**src/eth_pkg.sv**
```systemverilog
// Ethernet framing constants with byte, address, length and CRC types
package eth_pkg;

    // ----------------------------------------
    // Types
    // ----------------------------------------
    typedef logic [7:0]  byte_t;        // One octet on the GMII bus
    typedef logic [47:0] mac_addr_t;
    typedef logic [15:0] len_t;         // Payload and IP length counts
    typedef logic [31:0] crc_t;

    // ----------------------------------------
    // Framing constants
    // ----------------------------------------

    // Seven preamble bytes followed by the SFD
    localparam int    PREAMBLE_LEN  = 8;
    localparam byte_t PREAMBLE_BYTE = 8'h55;
    localparam byte_t SFD_BYTE      = 8'hd5;

    // Destination, source and ethertype
    localparam int          ETH_HDR_LEN   = 14;
    localparam logic [15:0] ETH_TYPE_IPV4 = 16'h0800;

    // 46-byte minimum payload minus the 28 header bytes
    localparam int MIN_PAYLOAD = 18;

    localparam int FCS_LEN = 4;         // CRC-32 trailer

endpackage

```
**src/icmp_pkg.sv**
```systemverilog
// IPv4 and ICMP header field constants with header word and checksum types
package icmp_pkg;

    // ----------------------------------------
    // Types
    // ----------------------------------------
    typedef logic [31:0] ip_addr_t;
    typedef logic [31:0] hdr_word_t;    // Sent most significant byte first
    typedef logic [15:0] csum_t;        // Finished ones' complement checksum
    typedef logic [31:0] csum_acc_t;    // Sum before the carries are folded

    // ----------------------------------------
    // Header layout
    // ----------------------------------------

    // Five IPv4 words then two ICMP words
    localparam int HDR_WORDS       = 7;
    localparam int IP_ICMP_HDR_LEN = 28;

    // Fixed field values
    localparam logic [7:0]  IP_VER_IHL      = 8'h45;    // Version 4, five words
    localparam logic [7:0]  IP_TTL          = 8'h80;
    localparam logic [7:0]  IP_PROTO_ICMP   = 8'h01;
    localparam logic [15:0] IP_FLAGS_DF     = 16'h4000; // Don't fragment, offset 0
    localparam logic [7:0]  ICMP_ECHO_REPLY = 8'h00;

endpackage

```
**src/icmp_hdr_if.sv**
```systemverilog
// Finished header set passed from the header builder to the frame sender
interface icmp_hdr_if import eth_pkg::*, icmp_pkg::*; ();

    logic      hdr_valid;               // Single-cycle, only while frame_busy is low
    hdr_word_t hdr_words [HDR_WORDS];   // Words 0 to 4 IPv4, 5 and 6 ICMP
    mac_addr_t dst_mac;
    len_t      payload_len;
    logic      frame_busy;              // Set after capture, cleared after the FCS

    modport builder (
        output hdr_valid,
        output hdr_words,
        output dst_mac,
        output payload_len,
        input  frame_busy
    );

    modport sender (
        input  hdr_valid,
        input  hdr_words,
        input  dst_mac,
        input  payload_len,
        output frame_busy
    );

endinterface

```
**src/eth_crc32.sv**
```systemverilog
// Byte-wide reflected Ethernet CRC-32 with FCS byte selection
module eth_crc32 import eth_pkg::*; (
    input  logic       clk,
    input  logic       rst_n,
    input  logic       crc_clr,         // Restart from all ones
    input  logic       crc_en,
    input  byte_t      crc_din,
    input  logic [1:0] fcs_idx,         // 0 is sent first
    output byte_t      fcs_byte
);

    localparam crc_t POLY = 32'hedb8_8320;  // 0x04c11db7 bit-reversed

    crc_t crc;

    // Eight bit steps, LSB of the byte first
    function automatic crc_t crc_step(input crc_t c, input byte_t d);
        crc_t r;
        r = c ^ crc_t'(d);
        for (int i = 0; i < 8; i++) begin
            r = r[0] ? ((r >> 1) ^ POLY) : (r >> 1);
        end
        return r;
    endfunction

    always_ff @(posedge clk or negedge rst_n) begin
        if (!rst_n) begin
            crc <= '1;
        end else if (crc_clr) begin
            crc <= '1;
        end else if (crc_en) begin
            crc <= crc_step(crc, crc_din);
        end
    end

    assign fcs_byte = ~crc[8 * fcs_idx +: 8];

endmodule

```
**src/icmp_hdr_build.sv**
```systemverilog
// Request latch, IP identification counter and checksum pipeline
module icmp_hdr_build import eth_pkg::*, icmp_pkg::*; #(
    parameter ip_addr_t board_ip = {8'd192, 8'd168, 8'd1, 8'd123}
) (
    input  logic        clk,
    input  logic        rst_n,
    input  logic        tx_start,
    input  mac_addr_t   dst_mac,
    input  ip_addr_t    dst_ip,
    input  logic [15:0] icmp_id,
    input  logic [15:0] icmp_seq,
    input  len_t        payload_len,
    input  csum_acc_t   payload_sum,    // Sum of the payload's 16-bit words
    output logic        busy,
    icmp_hdr_if.builder hdr
);

    logic        accept;
    logic        pending;               // Request taken, sender not yet busy
    logic [3:0]  stage;                 // Sum, fold, fold, invert
    logic [15:0] ip_ident;

    // Latched request
    mac_addr_t   req_mac;
    ip_addr_t    req_ip;
    logic [15:0] req_id;
    logic [15:0] req_seq;
    len_t        req_len;
    csum_acc_t   req_sum;
    len_t        total_len;

    csum_acc_t   ip_acc;
    csum_acc_t   icmp_acc;
    csum_t       ip_csum;
    csum_t       icmp_csum;

    function automatic csum_acc_t wide(input logic [15:0] v);
        return csum_acc_t'(v);
    endfunction

    // Carries wrap back into the low half
    function automatic csum_acc_t fold(input csum_acc_t v);
        return wide(v[31:16]) + wide(v[15:0]);
    endfunction

    assign accept    = tx_start && !busy;
    assign busy      = pending || hdr.frame_busy;
    assign total_len = req_len + len_t'(IP_ICMP_HDR_LEN);

    always_ff @(posedge clk or negedge rst_n) begin
        if (!rst_n) begin
            pending       <= 1'b0;
            stage         <= '0;
            ip_ident      <= '0;
            hdr.hdr_valid <= 1'b0;
        end else begin
            stage         <= {stage[2:0], accept};
            hdr.hdr_valid <= stage[3];
            if (accept) begin
                pending  <= 1'b1;
                ip_ident <= ip_ident + 16'd1;   // First frame carries 1
            end else if (hdr.hdr_valid) begin
                pending <= 1'b0;                // Sender takes over busy
            end
        end
    end

    // ----------------------------------------
    // Checksum datapath
    // ----------------------------------------
    always_ff @(posedge clk) begin
        if (accept) begin
            req_mac <= dst_mac;
            req_ip  <= dst_ip;
            req_id  <= icmp_id;
            req_seq <= icmp_seq;
            req_len <= payload_len;
            req_sum <= payload_sum;
        end
        if (stage[0]) begin
            // Checksum field counts as zero
            ip_acc <= wide({IP_VER_IHL, 8'h00}) + wide(total_len) + wide(ip_ident)
                    + wide(IP_FLAGS_DF) + wide({IP_TTL, IP_PROTO_ICMP})
                    + wide(board_ip[31:16]) + wide(board_ip[15:0])
                    + wide(req_ip[31:16]) + wide(req_ip[15:0]);
            icmp_acc <= wide({ICMP_ECHO_REPLY, 8'h00}) + wide(req_id) + wide(req_seq)
                      + req_sum;
        end
        if (stage[1] || stage[2]) begin
            ip_acc   <= fold(ip_acc);
            icmp_acc <= fold(icmp_acc);
        end
        if (stage[3]) begin
            ip_csum   <= ~ip_acc[15:0];
            icmp_csum <= ~icmp_acc[15:0];
        end
    end

    always_comb begin
        hdr.hdr_words[0] = {IP_VER_IHL, 8'h00, total_len};
        hdr.hdr_words[1] = {ip_ident, IP_FLAGS_DF};
        hdr.hdr_words[2] = {IP_TTL, IP_PROTO_ICMP, ip_csum};
        hdr.hdr_words[3] = board_ip;
        hdr.hdr_words[4] = req_ip;
        hdr.hdr_words[5] = {ICMP_ECHO_REPLY, 8'h00, icmp_csum};
        hdr.hdr_words[6] = {req_id, req_seq};
    end

    assign hdr.dst_mac     = req_mac;
    assign hdr.payload_len = req_len;

    a_len_nonzero: assert property (@(posedge clk) disable iff (!rst_n)
        accept |-> payload_len != '0);

    // Sender must be free whenever a header set is offered
    a_valid_free: assert property (@(posedge clk) disable iff (!rst_n)
        hdr.hdr_valid |-> !hdr.frame_busy);

endmodule

```
**src/eth_frame_tx.sv**
```systemverilog
// Frame FSM and GMII byte serializer with zero padding and FCS
module eth_frame_tx import eth_pkg::*, icmp_pkg::*; #(
    parameter mac_addr_t board_mac = 48'h00_11_22_33_44_55
) (
    input  logic       clk,
    input  logic       rst_n,
    input  byte_t      payload_data,    // One cycle after payload_req
    output logic       payload_req,
    output logic       gmii_tx_en,
    output byte_t      gmii_txd,
    output logic       tx_done,
    icmp_hdr_if.sender hdr
);

    typedef enum logic [2:0] {
        st_idle,
        st_preamble,
        st_eth_head,
        st_ip_head,
        st_payload,
        st_pad,
        st_fcs
    } tx_state_t;

    tx_state_t state;
    tx_state_t next_state;
    len_t      cnt;                     // Byte index inside the current state
    len_t      last_cnt;
    byte_t     tx_byte;
    hdr_word_t cur_word;
    logic      frame_end;
    logic      crc_clr;
    logic      crc_en;
    byte_t     fcs_byte;

    // Captured header set
    hdr_word_t words [HDR_WORDS];
    mac_addr_t dst_mac;
    len_t      pay_len;

    logic [ETH_HDR_LEN*8-1:0] eth_hdr;

    assign eth_hdr  = {dst_mac, board_mac, ETH_TYPE_IPV4};
    assign cur_word = words[cnt[4:2]];

    // Byte for the next GMII cycle and where the state ends
    always_comb begin
        tx_byte    = '0;
        last_cnt   = '0;
        next_state = st_idle;
        case (state)
            st_preamble: begin
                tx_byte    = (cnt == len_t'(PREAMBLE_LEN - 1)) ? SFD_BYTE : PREAMBLE_BYTE;
                last_cnt   = len_t'(PREAMBLE_LEN - 1);
                next_state = st_eth_head;
            end
            st_eth_head: begin
                tx_byte    = eth_hdr[8 * (ETH_HDR_LEN - 1 - int'(cnt[3:0])) +: 8];
                last_cnt   = len_t'(ETH_HDR_LEN - 1);
                next_state = st_ip_head;
            end
            st_ip_head: begin
                tx_byte    = cur_word[8 * (3 - int'(cnt[1:0])) +: 8]; // MSB first
                last_cnt   = len_t'(IP_ICMP_HDR_LEN - 1);
                next_state = st_payload;
            end
            st_payload: begin
                tx_byte    = payload_data;
                last_cnt   = pay_len - 16'd1;
                next_state = (pay_len < len_t'(MIN_PAYLOAD)) ? st_pad : st_fcs;
            end
            st_pad: begin
                last_cnt   = len_t'(MIN_PAYLOAD - 1);  // Count runs on from payload
                next_state = st_fcs;
            end
            st_fcs: begin
                tx_byte    = fcs_byte;
                last_cnt   = len_t'(FCS_LEN - 1);
                next_state = st_idle;
            end
            default: ;
        endcase
    end

    // Request runs one cycle ahead of each payload slot
    assign payload_req = (state == st_ip_head && cnt == len_t'(IP_ICMP_HDR_LEN - 1))
                      || (state == st_payload && cnt < pay_len - 16'd1);

    assign frame_end = (state == st_idle) && gmii_tx_en;   // Last FCS byte just left
    assign crc_clr   = (state == st_preamble);
    assign crc_en    = state inside {st_eth_head, st_ip_head, st_payload, st_pad};

    always_ff @(posedge clk or negedge rst_n) begin
        if (!rst_n) begin
            state          <= st_idle;
            cnt            <= '0;
            hdr.frame_busy <= 1'b0;
            gmii_tx_en     <= 1'b0;
            gmii_txd       <= '0;
            tx_done        <= 1'b0;
        end else begin
            gmii_tx_en <= (state != st_idle);
            gmii_txd   <= tx_byte;
            tx_done    <= frame_end;
            if (hdr.hdr_valid) begin
                hdr.frame_busy <= 1'b1;
            end else if (frame_end) begin
                hdr.frame_busy <= 1'b0;
            end

            if (state == st_idle) begin
                cnt <= '0;
                if (hdr.hdr_valid) begin
                    state <= st_preamble;
                end
            end else if (cnt == last_cnt) begin
                cnt   <= (next_state == st_pad) ? cnt + 16'd1 : '0;
                state <= next_state;
            end else begin
                cnt <= cnt + 16'd1;
            end
        end
    end

    always_ff @(posedge clk) begin
        if (state == st_idle && hdr.hdr_valid) begin
            words   <= hdr.hdr_words;
            dst_mac <= hdr.dst_mac;
            pay_len <= hdr.payload_len;
        end
    end

    eth_crc32 crc0 (
        .clk      (clk),
        .rst_n    (rst_n),
        .crc_clr  (crc_clr),
        .crc_en   (crc_en),
        .crc_din  (tx_byte),
        .fcs_idx  (cnt[1:0]),
        .fcs_byte (fcs_byte)
    );

    // No gap in the burst, it only ends after the fourth FCS byte
    a_burst_whole: assert property (@(posedge clk) disable iff (!rst_n)
        $fell(gmii_tx_en) |-> $past(state == st_fcs && cnt == len_t'(FCS_LEN - 1), 2));

endmodule

```
**src/icmp_reply_tx.sv**
```systemverilog
// ICMP echo-reply transmitter top level, header builder plus frame sender
module icmp_reply_tx import eth_pkg::*, icmp_pkg::*; #(
    parameter mac_addr_t board_mac = 48'h00_11_22_33_44_55,
    parameter ip_addr_t  board_ip  = {8'd192, 8'd168, 8'd1, 8'd123}
) (
    input  logic        clk,
    input  logic        rst_n,
    input  logic        tx_start,       // Single-cycle request
    input  mac_addr_t   dst_mac,
    input  ip_addr_t    dst_ip,
    input  logic [15:0] icmp_id,
    input  logic [15:0] icmp_seq,
    input  len_t        payload_len,
    input  csum_acc_t   payload_sum,
    output logic        payload_req,
    input  byte_t       payload_data,
    output logic        busy,
    output logic        tx_done,
    output logic        gmii_tx_en,
    output byte_t       gmii_txd
);

    icmp_hdr_if hdr_if0 ();

    icmp_hdr_build #(.board_ip(board_ip)) build0 (
        .clk         (clk),
        .rst_n       (rst_n),
        .tx_start    (tx_start),
        .dst_mac     (dst_mac),
        .dst_ip      (dst_ip),
        .icmp_id     (icmp_id),
        .icmp_seq    (icmp_seq),
        .payload_len (payload_len),
        .payload_sum (payload_sum),
        .busy        (busy),
        .hdr         (hdr_if0.builder)
    );

    eth_frame_tx #(.board_mac(board_mac)) frame0 (
        .clk          (clk),
        .rst_n        (rst_n),
        .payload_data (payload_data),
        .payload_req  (payload_req),
        .gmii_tx_en   (gmii_tx_en),
        .gmii_txd     (gmii_txd),
        .tx_done      (tx_done),
        .hdr          (hdr_if0.sender)
    );

endmodule

```
**config.mk**
```make
export PLATFORM = sky130hd
export DESIGN_NAME = icmp_reply_tx
export DESIGN_NICKNAME = d
export VERILOG_FILES = /design/src/eth_pkg.sv /design/src/icmp_pkg.sv /design/src/icmp_hdr_if.sv /design/src/eth_crc32.sv /design/src/icmp_hdr_build.sv /design/src/eth_frame_tx.sv /design/src/icmp_reply_tx.sv
export SDC_FILE = /design/constraint.sdc
export NUM_CORES = 1
export LEC_CHECK = 0
export CORE_MARGIN = 2
export CORE_UTILIZATION = 65
export DETAILED_ROUTE_END_ITERATION = 10
export DONT_BUFFER_PORTS = 1
export PLACE_DENSITY = 0.85
export SLEW_MARGIN = 25
export SYNTH_ARGS = -nofsm -noshare
export SYNTH_HDL_FRONTEND = slang
export SYNTH_HIERARCHICAL = 1
export SYNTH_SLANG_ARGS = --single-unit
```
**constraint.sdc**
```tcl
create_clock -name clk -period 10.87 [get_ports clk]
set_clock_uncertainty 0.2 [all_clocks]
set_input_delay 2.174 -clock clk [delete_from_list [all_inputs] [get_ports clk]]
set_output_delay 2.174 -clock clk [all_outputs]
set_load 0.02 [all_outputs]
```
# Yosys cells after proc, flatten, opt, wreduce, memory -nomap -nowiden

Index checks and enable logic that the tools add are counted.

Word-level logic and storage cells: 127
Bits of input ports: 171
Bits in registers: 532

Magnitude comparators: 3
Bitwise gates (word level): 13
Add/subtract/negate cells: 18
Shift operators: 3
Multiplexer cells: 32
Equal/unequal tests: 11
Reduce and logical (&&, ||, !) cells: 18

Operators by type and width:

| operator                                                          | number |
|---|---|
| 32-bit 2-to-1 mux                                                 | 16 |
| 13-bit NOT with 14-bit output                                     | 8 |
| 112-bit by 32-bit indexed part select with 8-bit output           | 1 |
| 32-bit by 16-bit adder with 32-bit output                         | 3 |
| 32-bit binary-select mux with 3-bit select                        | 1 |
| 16-bit case mux with 6 select lines                               | 1 |
| 32-bit by 16-bit adder with 32-bit output (second input constant) | 2 |
| 16-bit by 16-bit adder with 17-bit output                         | 3 |
| 16-bit 2-to-1 mux                                                 | 3 |
| 8-bit case mux with 5 select lines                                | 1 |
| 16-bit by 1-bit adder with 16-bit output (second input constant)  | 2 |
| 32-bit by 15-bit adder with 32-bit output (second input constant) | 1 |
| 32-bit adder                                                      | 1 |
| 32-bit by 9-bit adder with 32-bit output (second input constant)  | 1 |
| 16-bit NOT                                                        | 2 |
| 32-bit by 32-bit indexed part select with 8-bit output            | 1 |
| 32-bit by 6-bit indexed part select with 8-bit output             | 1 |
| 32-bit by 8-bit XOR with 32-bit output                            | 1 |
| 15-bit by 16-bit adder with 17-bit output (first input constant)  | 1 |
| 16-bit by 5-bit adder with 16-bit output (second input constant)  | 1 |
| 16-bit == test                                                    | 1 |
| 16-bit by 3-bit == test with 1-bit output (second input constant) | 1 |
| 16-bit by 5-bit == test with 1-bit output (second input constant) | 1 |
| 16-bit less-than comparator                                       | 1 |
| 24 further kinds                                                  | 43 |

# Logic depth before layout (Yosys ltp)

Gate-level depths: netlist of run 1.

Depth after elaboration: 25
Gate-level depth with buffers: 16
Mapped depth without buffers: 16

# Hierarchy

The synthesis of run 1 kept the hierarchy.

By module, submodules not included:

| module         | seq. area each (sq um) | cells each | area each (sq um) | instances |
|---|---|---|---|---|
| icmp_hdr_build | 7847.5                 | 1092       | 13924.6           | 1 |
| eth_frame_tx   | 9399.0                 | 958        | 13824.5           | 1 |
| eth_crc32      | 840.8                  | 189        | 2512.4            | 1 |

# Worst setup path before layout of run 1

No wires, ideal clock.

Path type: input to register
Start: in tx_start
End: reg build0.ip_ident[12]
Setup slack: -0.104 ns
Required time: 10.545 ns
Path buffers: 0
Cell stages on the path: 6
Library setup time: 0.125 ns
Arrival time: 10.649 ns
Path through: inv_1 > nor2_1 > nand4_1 > nor2_1 > nand2_1 > xnor2_1

Cells in the longest elaborated chain, start to end: 1

RTL lines:

| element                | line                 | text |
|---|---|---|
| start: declaration     | icmp_reply_tx.sv:8   | `input logic tx_start,` |
| 1-bit logical AND      | icmp_hdr_build.sv:46 | `assign accept = tx_start && !busy;` |
| net build0.accept      | icmp_hdr_build.sv:18 | `logic accept;` |
| end signal: assignment | icmp_hdr_build.sv:61 | `ip_ident <= ip_ident + 16'd1;` |
| end: declaration       | icmp_hdr_build.sv:21 | `logic [15:0] ip_ident;` |

The timed path passes the listed nets, and every way through them passes these cells.
A chain may end at the register's enable or synchronous reset.

# Final worst setup path of run 1

Start: reg frame0.pay_len[0]
End: out payload_req

Cells in the longest elaborated chain, start to end: 4

RTL lines:

| element                                       | line                | text |
|---|---|---|
| start: declaration                            | eth_frame_tx.sv:39  | `len_t pay_len;` |
| start signal: assignment                      | eth_frame_tx.sv:129 | `pay_len <= hdr.payload_len;` |
| 16-bit by 1-bit subtractor with 16-bit output | eth_frame_tx.sv:87  | `\|\| (state == st_payload && cnt < pay_len - 16'd1);` |
| 16-bit less-than comparator                   | eth_frame_tx.sv:87  |  |
| 1-bit logical AND                             | eth_frame_tx.sv:87  |  |
| 1-bit logical OR                              | eth_frame_tx.sv:87  |  |
| end: declaration                              | icmp_reply_tx.sv:15 | `output logic payload_req,` |

No other way between the ends.

==> metrics.md, run 1 <==
| Metric | Value |
|---|---|
| Total CTS buffers | 60 |
| Worst-Skew Late Latency | 0.64 ns |
| Clock buffer depth | 3 |
| IO Port Bufs | 0 |
| Final count of negative-setup-slack endpoints | 0 |
| Post-CTS Hold Buffers | 0 |
| Hold Path Class | flip-flop to flip-flop |
| Overall power | 11.1 mW |
| Layout cells sized above 1 | 9.61% |
| Startpoint Class | flip-flop |
| CTS tree | done |
| Relative slew slack | 32.1% |
| Synth warn | 6 |
| Mapped Avg Cell Area | 13.5 um^2 |
| Fmax | 161 MHz |
| CTS Root Cell | clkbuf_16 |
| Lkg Pwr | 12.0 nW |
| PostCTS Resize Cnt | 0 |
| Worst EP required | 8.50 ns |
| Switching Power | 4.16 mW |
| Total number of vias | 18.0k |
| GP Congestion | 0.928 |
| Global Route Usage Sum | 29.0% |
| DRC errors left | 0 |
| #FFs+latches synth | 615 |
| Pwr dens | 341 nW/um^2 |
| Post-Syn Instances | 2,239 |
| Clock power frac | 19.6% |
| Area grow syn2layout | 7.60% |
| Worst Path Buf+Inv | 1 |
| Total gr overflow | 0 |
| Via density per instance | 6.23 |
| Fin util | 70.4% |
| Post-Syn Area | 30,300 um^2 |
| WL/cell | 23.8 um |
| Power Internal | 6.96 mW |
| Antenna violations before repair | 1 |
| Sequential share of the synthesized area | 59.8% |
| Minimum clock period | 6.19 ns |
| Reg power frac | 33.1% |
| Final wirelength | 68,800 um |
| Setup TNS | 0 ns |
| Initial Util | 65.4% |
| Ys async rst share | 13.7% |
| First-pass GRT wire length | 104,000 um |
| CP max FO | 6 |
| Worst reg2reg setup slack | 5.36 ns |
| Delay-heaviest family, CP | simple AND/OR/NAND/NOR gates |
| Largest net degree at the start of global routing | 146 |
| Die W | 220 um |
| Final Hold Viols | 0 |
| Crit path kind | flip-flop to output port |
| Die height | 220 um |
| Vias in the first global route | 18.1k |
| Initial drt markers | 1,883 |
| First-pass detailed-route iteration total | 9 |
| DP HPWL | 47,300 um |
| Top_reg_cell synth | edfxtp_1 |
| CP endpoint kind | output port |
| Register clock-pin slew on the reported worst setup and hold paths | 0.07 ns |
| Fin. max-slew vios | 0 |
| Max-Cap Viols | 0 |
| Core area | 46,300 um^2 |
| Antenna diodes | 0 |
| Maximum vdd drop | 285 uV |
| Period utilization | 57.0% |
| FP Rows | 79 |
| Routed Antenna Nets | 0 |
| Slowest cell on the critical path | or4b_1 |
| Die area | 48,300 um^2 |
| Fin nets | 2,542 |
| Comb power frac | 47.2% |
| Worst Tran Pin Value | 1.02 ns |
| Sink Count | 615 |
| Crit path arrival time | 3.82 ns |
| Worst path cell trace | inv_1, ha_1, or4b_1, nor4_1, xnor2_1, ha_1, a21o_1, a211oi_1, a21oi_1, a21oi_1 |
| Unrepaired setup endpoints after global routing | no |
| Total setup buffers inserted after CTS | 0 |
| Yosys cell types | 90 |
| Ports | 183 |
| Post-synth EDFFs | 531 |
| CTS H-tree lvls | 2 |
| Status | complete, no violations |
| CP max stage delay | 0.59 ns |
| Sw frac | 37.4% |
==> sequential cells by signal, indices dropped and copies added (netlist names), 19 cells and up <==
name and count:
build0/hdr.dst_mac 48, build0/icmp_acc 32, build0/ip_acc 19, build0/req_ip 32, build0/req_sum 32, frame0/crc0/crc 32
frame0/dst_mac 48, frame0/words 224
==> layout by cell type, fill, tap and decap left out, drive strengths merged, types with 10 or more instances in the layout <==
cell / instances
mux2i: 114
nor2b: 23
nand2: 109
mux4: 11
nor2: 90
o21ai: 111
o22ai: 12
and3: 14
xnor3: 13
conb: 96
fa: 51
o21a: 10
or4: 10
bufinv: 10
xnor2: 115
nand3: 28
dfrtp: 52
clkinv: 21
or3: 12
nand2b: 15
a211o: 18
nand4: 19
a21oi: 127
xor2: 46
dfstp: 32
inv: 155
ha: 90
a21o: 25
edfxtp: 531
buf: 19
o221ai: 33
a31oi: 10
nor3: 44
clkbuf: 70
o31ai: 13
==> final timing paths <==
check                                       from                   to  cells past startpoint
min                        build0/hdr.dst_mac[4]    frame0/dst_mac[4]                      0
max                            frame0/pay_len[0]          payload_req                     10
min reg2reg                build0/hdr.dst_mac[4]    frame0/dst_mac[4]                      0
max in group asynchronous                  rst_n   frame0/crc0/crc[2]                      0
min in group asynchronous                  rst_n        frame0/cnt[8]                      0
max reg2reg                        frame0/cnt[2]  frame0/crc0/crc[19]                     12
==> Yosys cell counts (45+ instances only) <==
cell / count / area share (%)
fa_1: 51 / 3.4
inv_1: 150 / 1.9
mux2i_1: 114 / 3.8
nand2_1: 109 / 1.4
edfxtp_1: 531 / 53
nor2_1: 90 / 1.1
dfrtp_1: 52 / 4.3
xor2_1: 45 / 1.3
a21oi_1: 125 / 2.1
clkbuf_1: 69 / 0.86
ha_1: 90 / 3.7
buf_4: 98 / 2.4
o21ai_0: 108 / 1.8
xnor2_1: 103 / 3.0
==> kinds of logic (layout without fill, tap and decap cells) <==
group	after synthesis	after routing	synth area share, %
flip-flops	615	615	59.8
other	2	96	0.0248
multiplexers	133	133	4.90
AND/OR/NAND/NOR	404	404	6.65
buffers and inverters	335	281	5.44
XOR/XNOR	180	180	6.72
adder cells (fa/ha/maj)	141	141	7.10
AO/OA/AOI/OAI	429	429	9.41
==> power groups by stage <==
stage	sequential [mW]	clock, mW	combinational, mW
after floorplan	3.62	0	4.13
after global placement	3.69	0	4.91
after detailed placement	3.71	0	5.14
after CTS	3.68	2.20	5.21
after global routing	3.72	2.28	5.71
final	3.68	2.18	5.25
==> stage by stage <==
| step | setup WS [ns] | area, um^2 | instances | hold WS [ns] |
|---|---|---|---|---|
| after global placement | 5.34 | 30500 | 2775 | 0.200 |
| after global routing | 4.43 | 32600 | 2886 | 0.226 |
| after detailed placement | 5.33 | 30500 | 2775 | 0.205 |
| after floorplan | 2.07 | 30600 | 2333 | 0.146 |
| final | 4.68 | 32600 | 2886 | 0.218 |
| after CTS | 4.67 | 32600 | 2886 | 0.217 |
==> routing by layer <==
metal,up-vias,global-route usage [%],part of all wire (%)
li1,8017,-,-
met1,8939,37.5,38
met2,849,49.3,50
met3,164,4.67,7.7
met4,2,11.4,4.0
met5,-,0,0.019
==> final cells by class <==
type                            instances  area [um^2]
Sequential cell                       615        18100
Fill cell                            2932        13700
Multi-Input combinational cell       1383        10900
Clock buffer                           70         1560
Tap cell                              607          759
Inverter                              151          567
Clock inverter                         41          519
Timing Repair Buffer                   19          155
Power figures use the tool's default switching activity.
==> run 2, diff against run 1 <==
--- a/config.mk
+++ b/config.mk
@@ -6,10 +6,10 @@
 export NUM_CORES = 1
 export LEC_CHECK = 0
 export CORE_MARGIN = 2
-export CORE_UTILIZATION = 65
+export CORE_UTILIZATION = 59
 export DETAILED_ROUTE_END_ITERATION = 10
 export DONT_BUFFER_PORTS = 1
-export PLACE_DENSITY = 0.85
+export PLACE_DENSITY = 0.82
 export SLEW_MARGIN = 25
 export SYNTH_ARGS = -nofsm -noshare
 export SYNTH_HDL_FRONTEND = slang
==> constraint.sdc (replaced) <==
create_clock -name clk -period 5.18 [get_ports clk]
set_clock_uncertainty 0.2 [all_clocks]
set_input_delay 1.036 -clock clk [delete_from_list [all_inputs] [get_ports clk]]
set_output_delay 1.036 -clock clk [all_outputs]
set_load 0.02 [all_outputs]
==> run 2 against run 1 <==
Against the previous run:
- final area up 0.42%
- register-to-register slack lost 4.9 ns
- cell count is 3.0% higher
- flip-flop and latch count is the same
- sequential power is 110% higher
- combinational power up 110%
- via count down 0.86%
- global-route usage down 3.1 points
- worst hold slack got worse by 0.13 ns
- clock power rose by 94%
- non-clock buffer count increased by 17
- core utilization down 5.5 points
==> metrics.md, run 2 (same netlist as run 1, synthesis figures left out) <==
| Metric | Value |
|---|---|
| Minimum clock period | 4.87 ns |
| Filler instances | 3,489 (was 2,932) |
| Commonest cells after routing, fill and taps aside | 531 x edfxtp_1, 150 x inv_1, 125 x a21oi_1 (unchanged) |
| CTS Root Cell | clkbuf_16 (unchanged) |
| Unrepaired setup endpoints after global routing | no (unchanged) |
| Reg power frac | 33.4% (was 33.1%) |
| CTS tree | done (unchanged) |
| Startpoint Class | flip-flop (unchanged) |
| Initial drt markers | 1,772 (was 1,883) |
| Period utilization | 94.1% |
| Final Hold Viols | 0 (unchanged) |
| Pwr dens | 703 nW/um^2 (was 341 nW/um^2) |
| Global Route Usage Sum | 25.8% (was 29.0%) |
| DP Worst Slack | 0.475 ns (was 5.33 ns) |
| Ports | 183 (unchanged) |
| Maximum vdd drop | 510 uV (was 285 uV) |
| Total CTS buffers | 61 (was 60) |
| GP Congestion | 0.920 (was 0.928) |
| DP HPWL | 47,700 um (was 47,300 um) |
| Crit path arrival time | 3.64 ns (was 3.82 ns) |
| Die W | 230 um (was 220 um) |
| Biggest registers after layout | frame0/words x224, build0/hdr.dst_mac x48, frame0/dst_mac x48 (unchanged) |
| DP Cell Count | 2,856 (was 2,775) |
| Fin. max-slew vios | 0 (unchanged) |
| Switching Power | 8.56 mW (was 4.16 mW) |
| Max-Cap Viols | 0 (unchanged) |
| Die height | 230 um (was 220 um) |
| Final non-filler cell area | 32,700 um^2 (was 32,600 um^2) |
| Hold Slack | 0.0891 ns (was 0.218 ns) |
| Power Internal | 14.4 mW (was 6.96 mW) |
| Layout cells sized above 1 | 9.66% (was 9.61%) |
| Vias in the first global route | 18.0k (was 18.1k) |
| Die area | 53,100 um^2 (was 48,300 um^2) |
| Lkg Pwr | 12.0 nW (about the same) |
| Post-Place Cell Area | 30,700 um^2 (was 30,500 um^2) |
| Worst Tran Pin Value | 1.01 ns (was 1.02 ns) |
| Overall power | 23.0 mW (was 11.1 mW) |
| Sink Count | 615 (unchanged) |
| First-pass detailed-route iteration total | 5 (was 9) |
| Fin nets | 2,560 (was 2,542) |
| IO Port Bufs | 0 (unchanged) |
| R2R depth | 15 (was 12) |
| Largest net degree at the start of global routing | 144 (was 146) |
| Comb power frac | 48.2% (was 47.2%) |
| Relative slew slack | 32.9% (was 32.1%) |
| Setup TNS | 0 ns (unchanged) |
| Register clock-pin slew on the reported worst setup and hold paths | 0.07 ns (about the same) |
| Final count of negative-setup-slack endpoints | 0 (unchanged) |
| Worst EP required | 3.94 ns (was 8.50 ns) |
| Final wirelength | 67,800 um (was 68,800 um) |
| Fin util | 64.9% (was 70.4%) |
| Routed Antenna Nets | 0 (unchanged) |
| CP endpoint kind | output port (unchanged) |
| Via density per instance | 5.99 (was 6.23) |
| Crit path kind | flip-flop to output port (unchanged) |
| Total number of vias | 17.8k (was 18.0k) |
| Total gr overflow | 0 (unchanged) |
| FP Rows | 82 (was 79) |
| Hold Path Class | input port to asynchronous set/reset pin (was flip-flop to flip-flop) |
| Commonest non-fill, non-tap cell in the layout | edfxtp_1 (unchanged) |
| CTS H-tree lvls | 2 (unchanged) |
| Setup ws final | 0.306 ns (was 4.68 ns) |
| Post-Layout Cell Count | 2,974 (was 2,886) |
| Fmax | 205 MHz |
| Sw frac | 37.2% (was 37.4%) |
| Worst-Skew Late Latency | 0.61 ns (was 0.64 ns) |
| CP max FO | 6 (unchanged) |
| Clock buffer depth | 3 (unchanged) |
| Area grow syn2layout | 8.05% (was 7.60%) |
| DRC errors left | 0 (unchanged) |
| WL/cell | 22.8 um (was 23.8 um) |
| Antenna violations before repair | 6 (was 1) |
| Largest reg by FF count | frame0/words (unchanged) |
| Status | complete, no violations (unchanged) |
| Max reg flops | 224 (unchanged) |
| First-pass GRT wire length | 104,000 um (about the same) |
| Core area | 50,400 um^2 (was 46,300 um^2) |
| Clock power frac | 18.4% (was 19.6%) |
| Initial Util | 60.1% (was 65.4%) |
-- run 2: changes by cell type in the layout (fill, tap and decap cells not counted), moves of 2 or more --
cell,delta
diode_2,+4
clkinv_2,-2
clkinv_4,-4
clkinv_1,+11
clkbuf_1,+7
clkbuf_16,+3
buf_4,+11
buf_12,+5
clkinvlp_4,-2
bufinv_16,-7
-- run 2: power by group through the flow --
stage          clock network [mW]  logic [mW]  registers [mW]
2_1_floorplan                   0        8.68            7.50
3_3_place_gp                    0        10.6            7.71
3_5_place_dp                    0        10.9            7.77
4_1_cts                      4.28        11.0            7.68
5_1_grt                      4.48        12.1            7.78
6_report                     4.23        11.1            7.69
-- run 2: worst paths after layout --
check / from / end / slack [ns]
setup / recovery: frame0/pay_len[0] / payload_req / 0.31
hold / removal: rst_n / frame0/crc0/crc[3] / 0.09
setup reg to reg: build0/hdr.payload_len[2] / build0/ip_acc[14] / 0.44
hold reg to reg: build0/stage[0] / build0/stage[1] / 0.17
max in group asynchronous: rst_n / frame0/cnt[2] / 4.39
min in group clk: build0/stage[0] / build0/stage[1] / 0.17
-- run 2: area by class of cell --
type | instances | area, um^2 | area share, %
repair buffers | 36 | 365 | 1.12
well taps | 672 | 841 | 2.57
diodes | 4 | 10.0 | 0.0306
clock inverters | 34 | 258 | 0.788
multi-input cells | 1383 | 10900 | 33.4
clock buffers | 79 | 1650 | 5.04
flip-flops and latches | 615 | 18100 | 55.3
inverters | 151 | 567 | 1.73
-- run 2: repair_timing --
item                                   4_1_cts  5_1_grt
gates resized for setup                      0        2
buffers inserted                             0        0
setup endpoints to repair                    0        1
endpoints found under the hold margin       52        0
hold buffers                                 1        0
-- run 2: critical path, stage by stage, from the launching register on --
cell	delay (ns)
edfxtp_1	0.50
inv_1	0.10
ha_1	0.20
or4b_4	0.53
nor4_1	0.35
xnor2_1	0.22
ha_1	0.32
a21o_1	0.18
a211oi_1	0.23
a21oi_1	0.09
a21oi_1	0.14
buf_4	0.16
-- run 2: routing by layer --
metal,GRT usage (%),share of wire [%],vias up
li1,-,-,8058
met1,34.0,40,8919
met2,43.9,50,698
met3,4.19,6.9,136
met4,8.85,3.3,6
met5,0,0.075,-
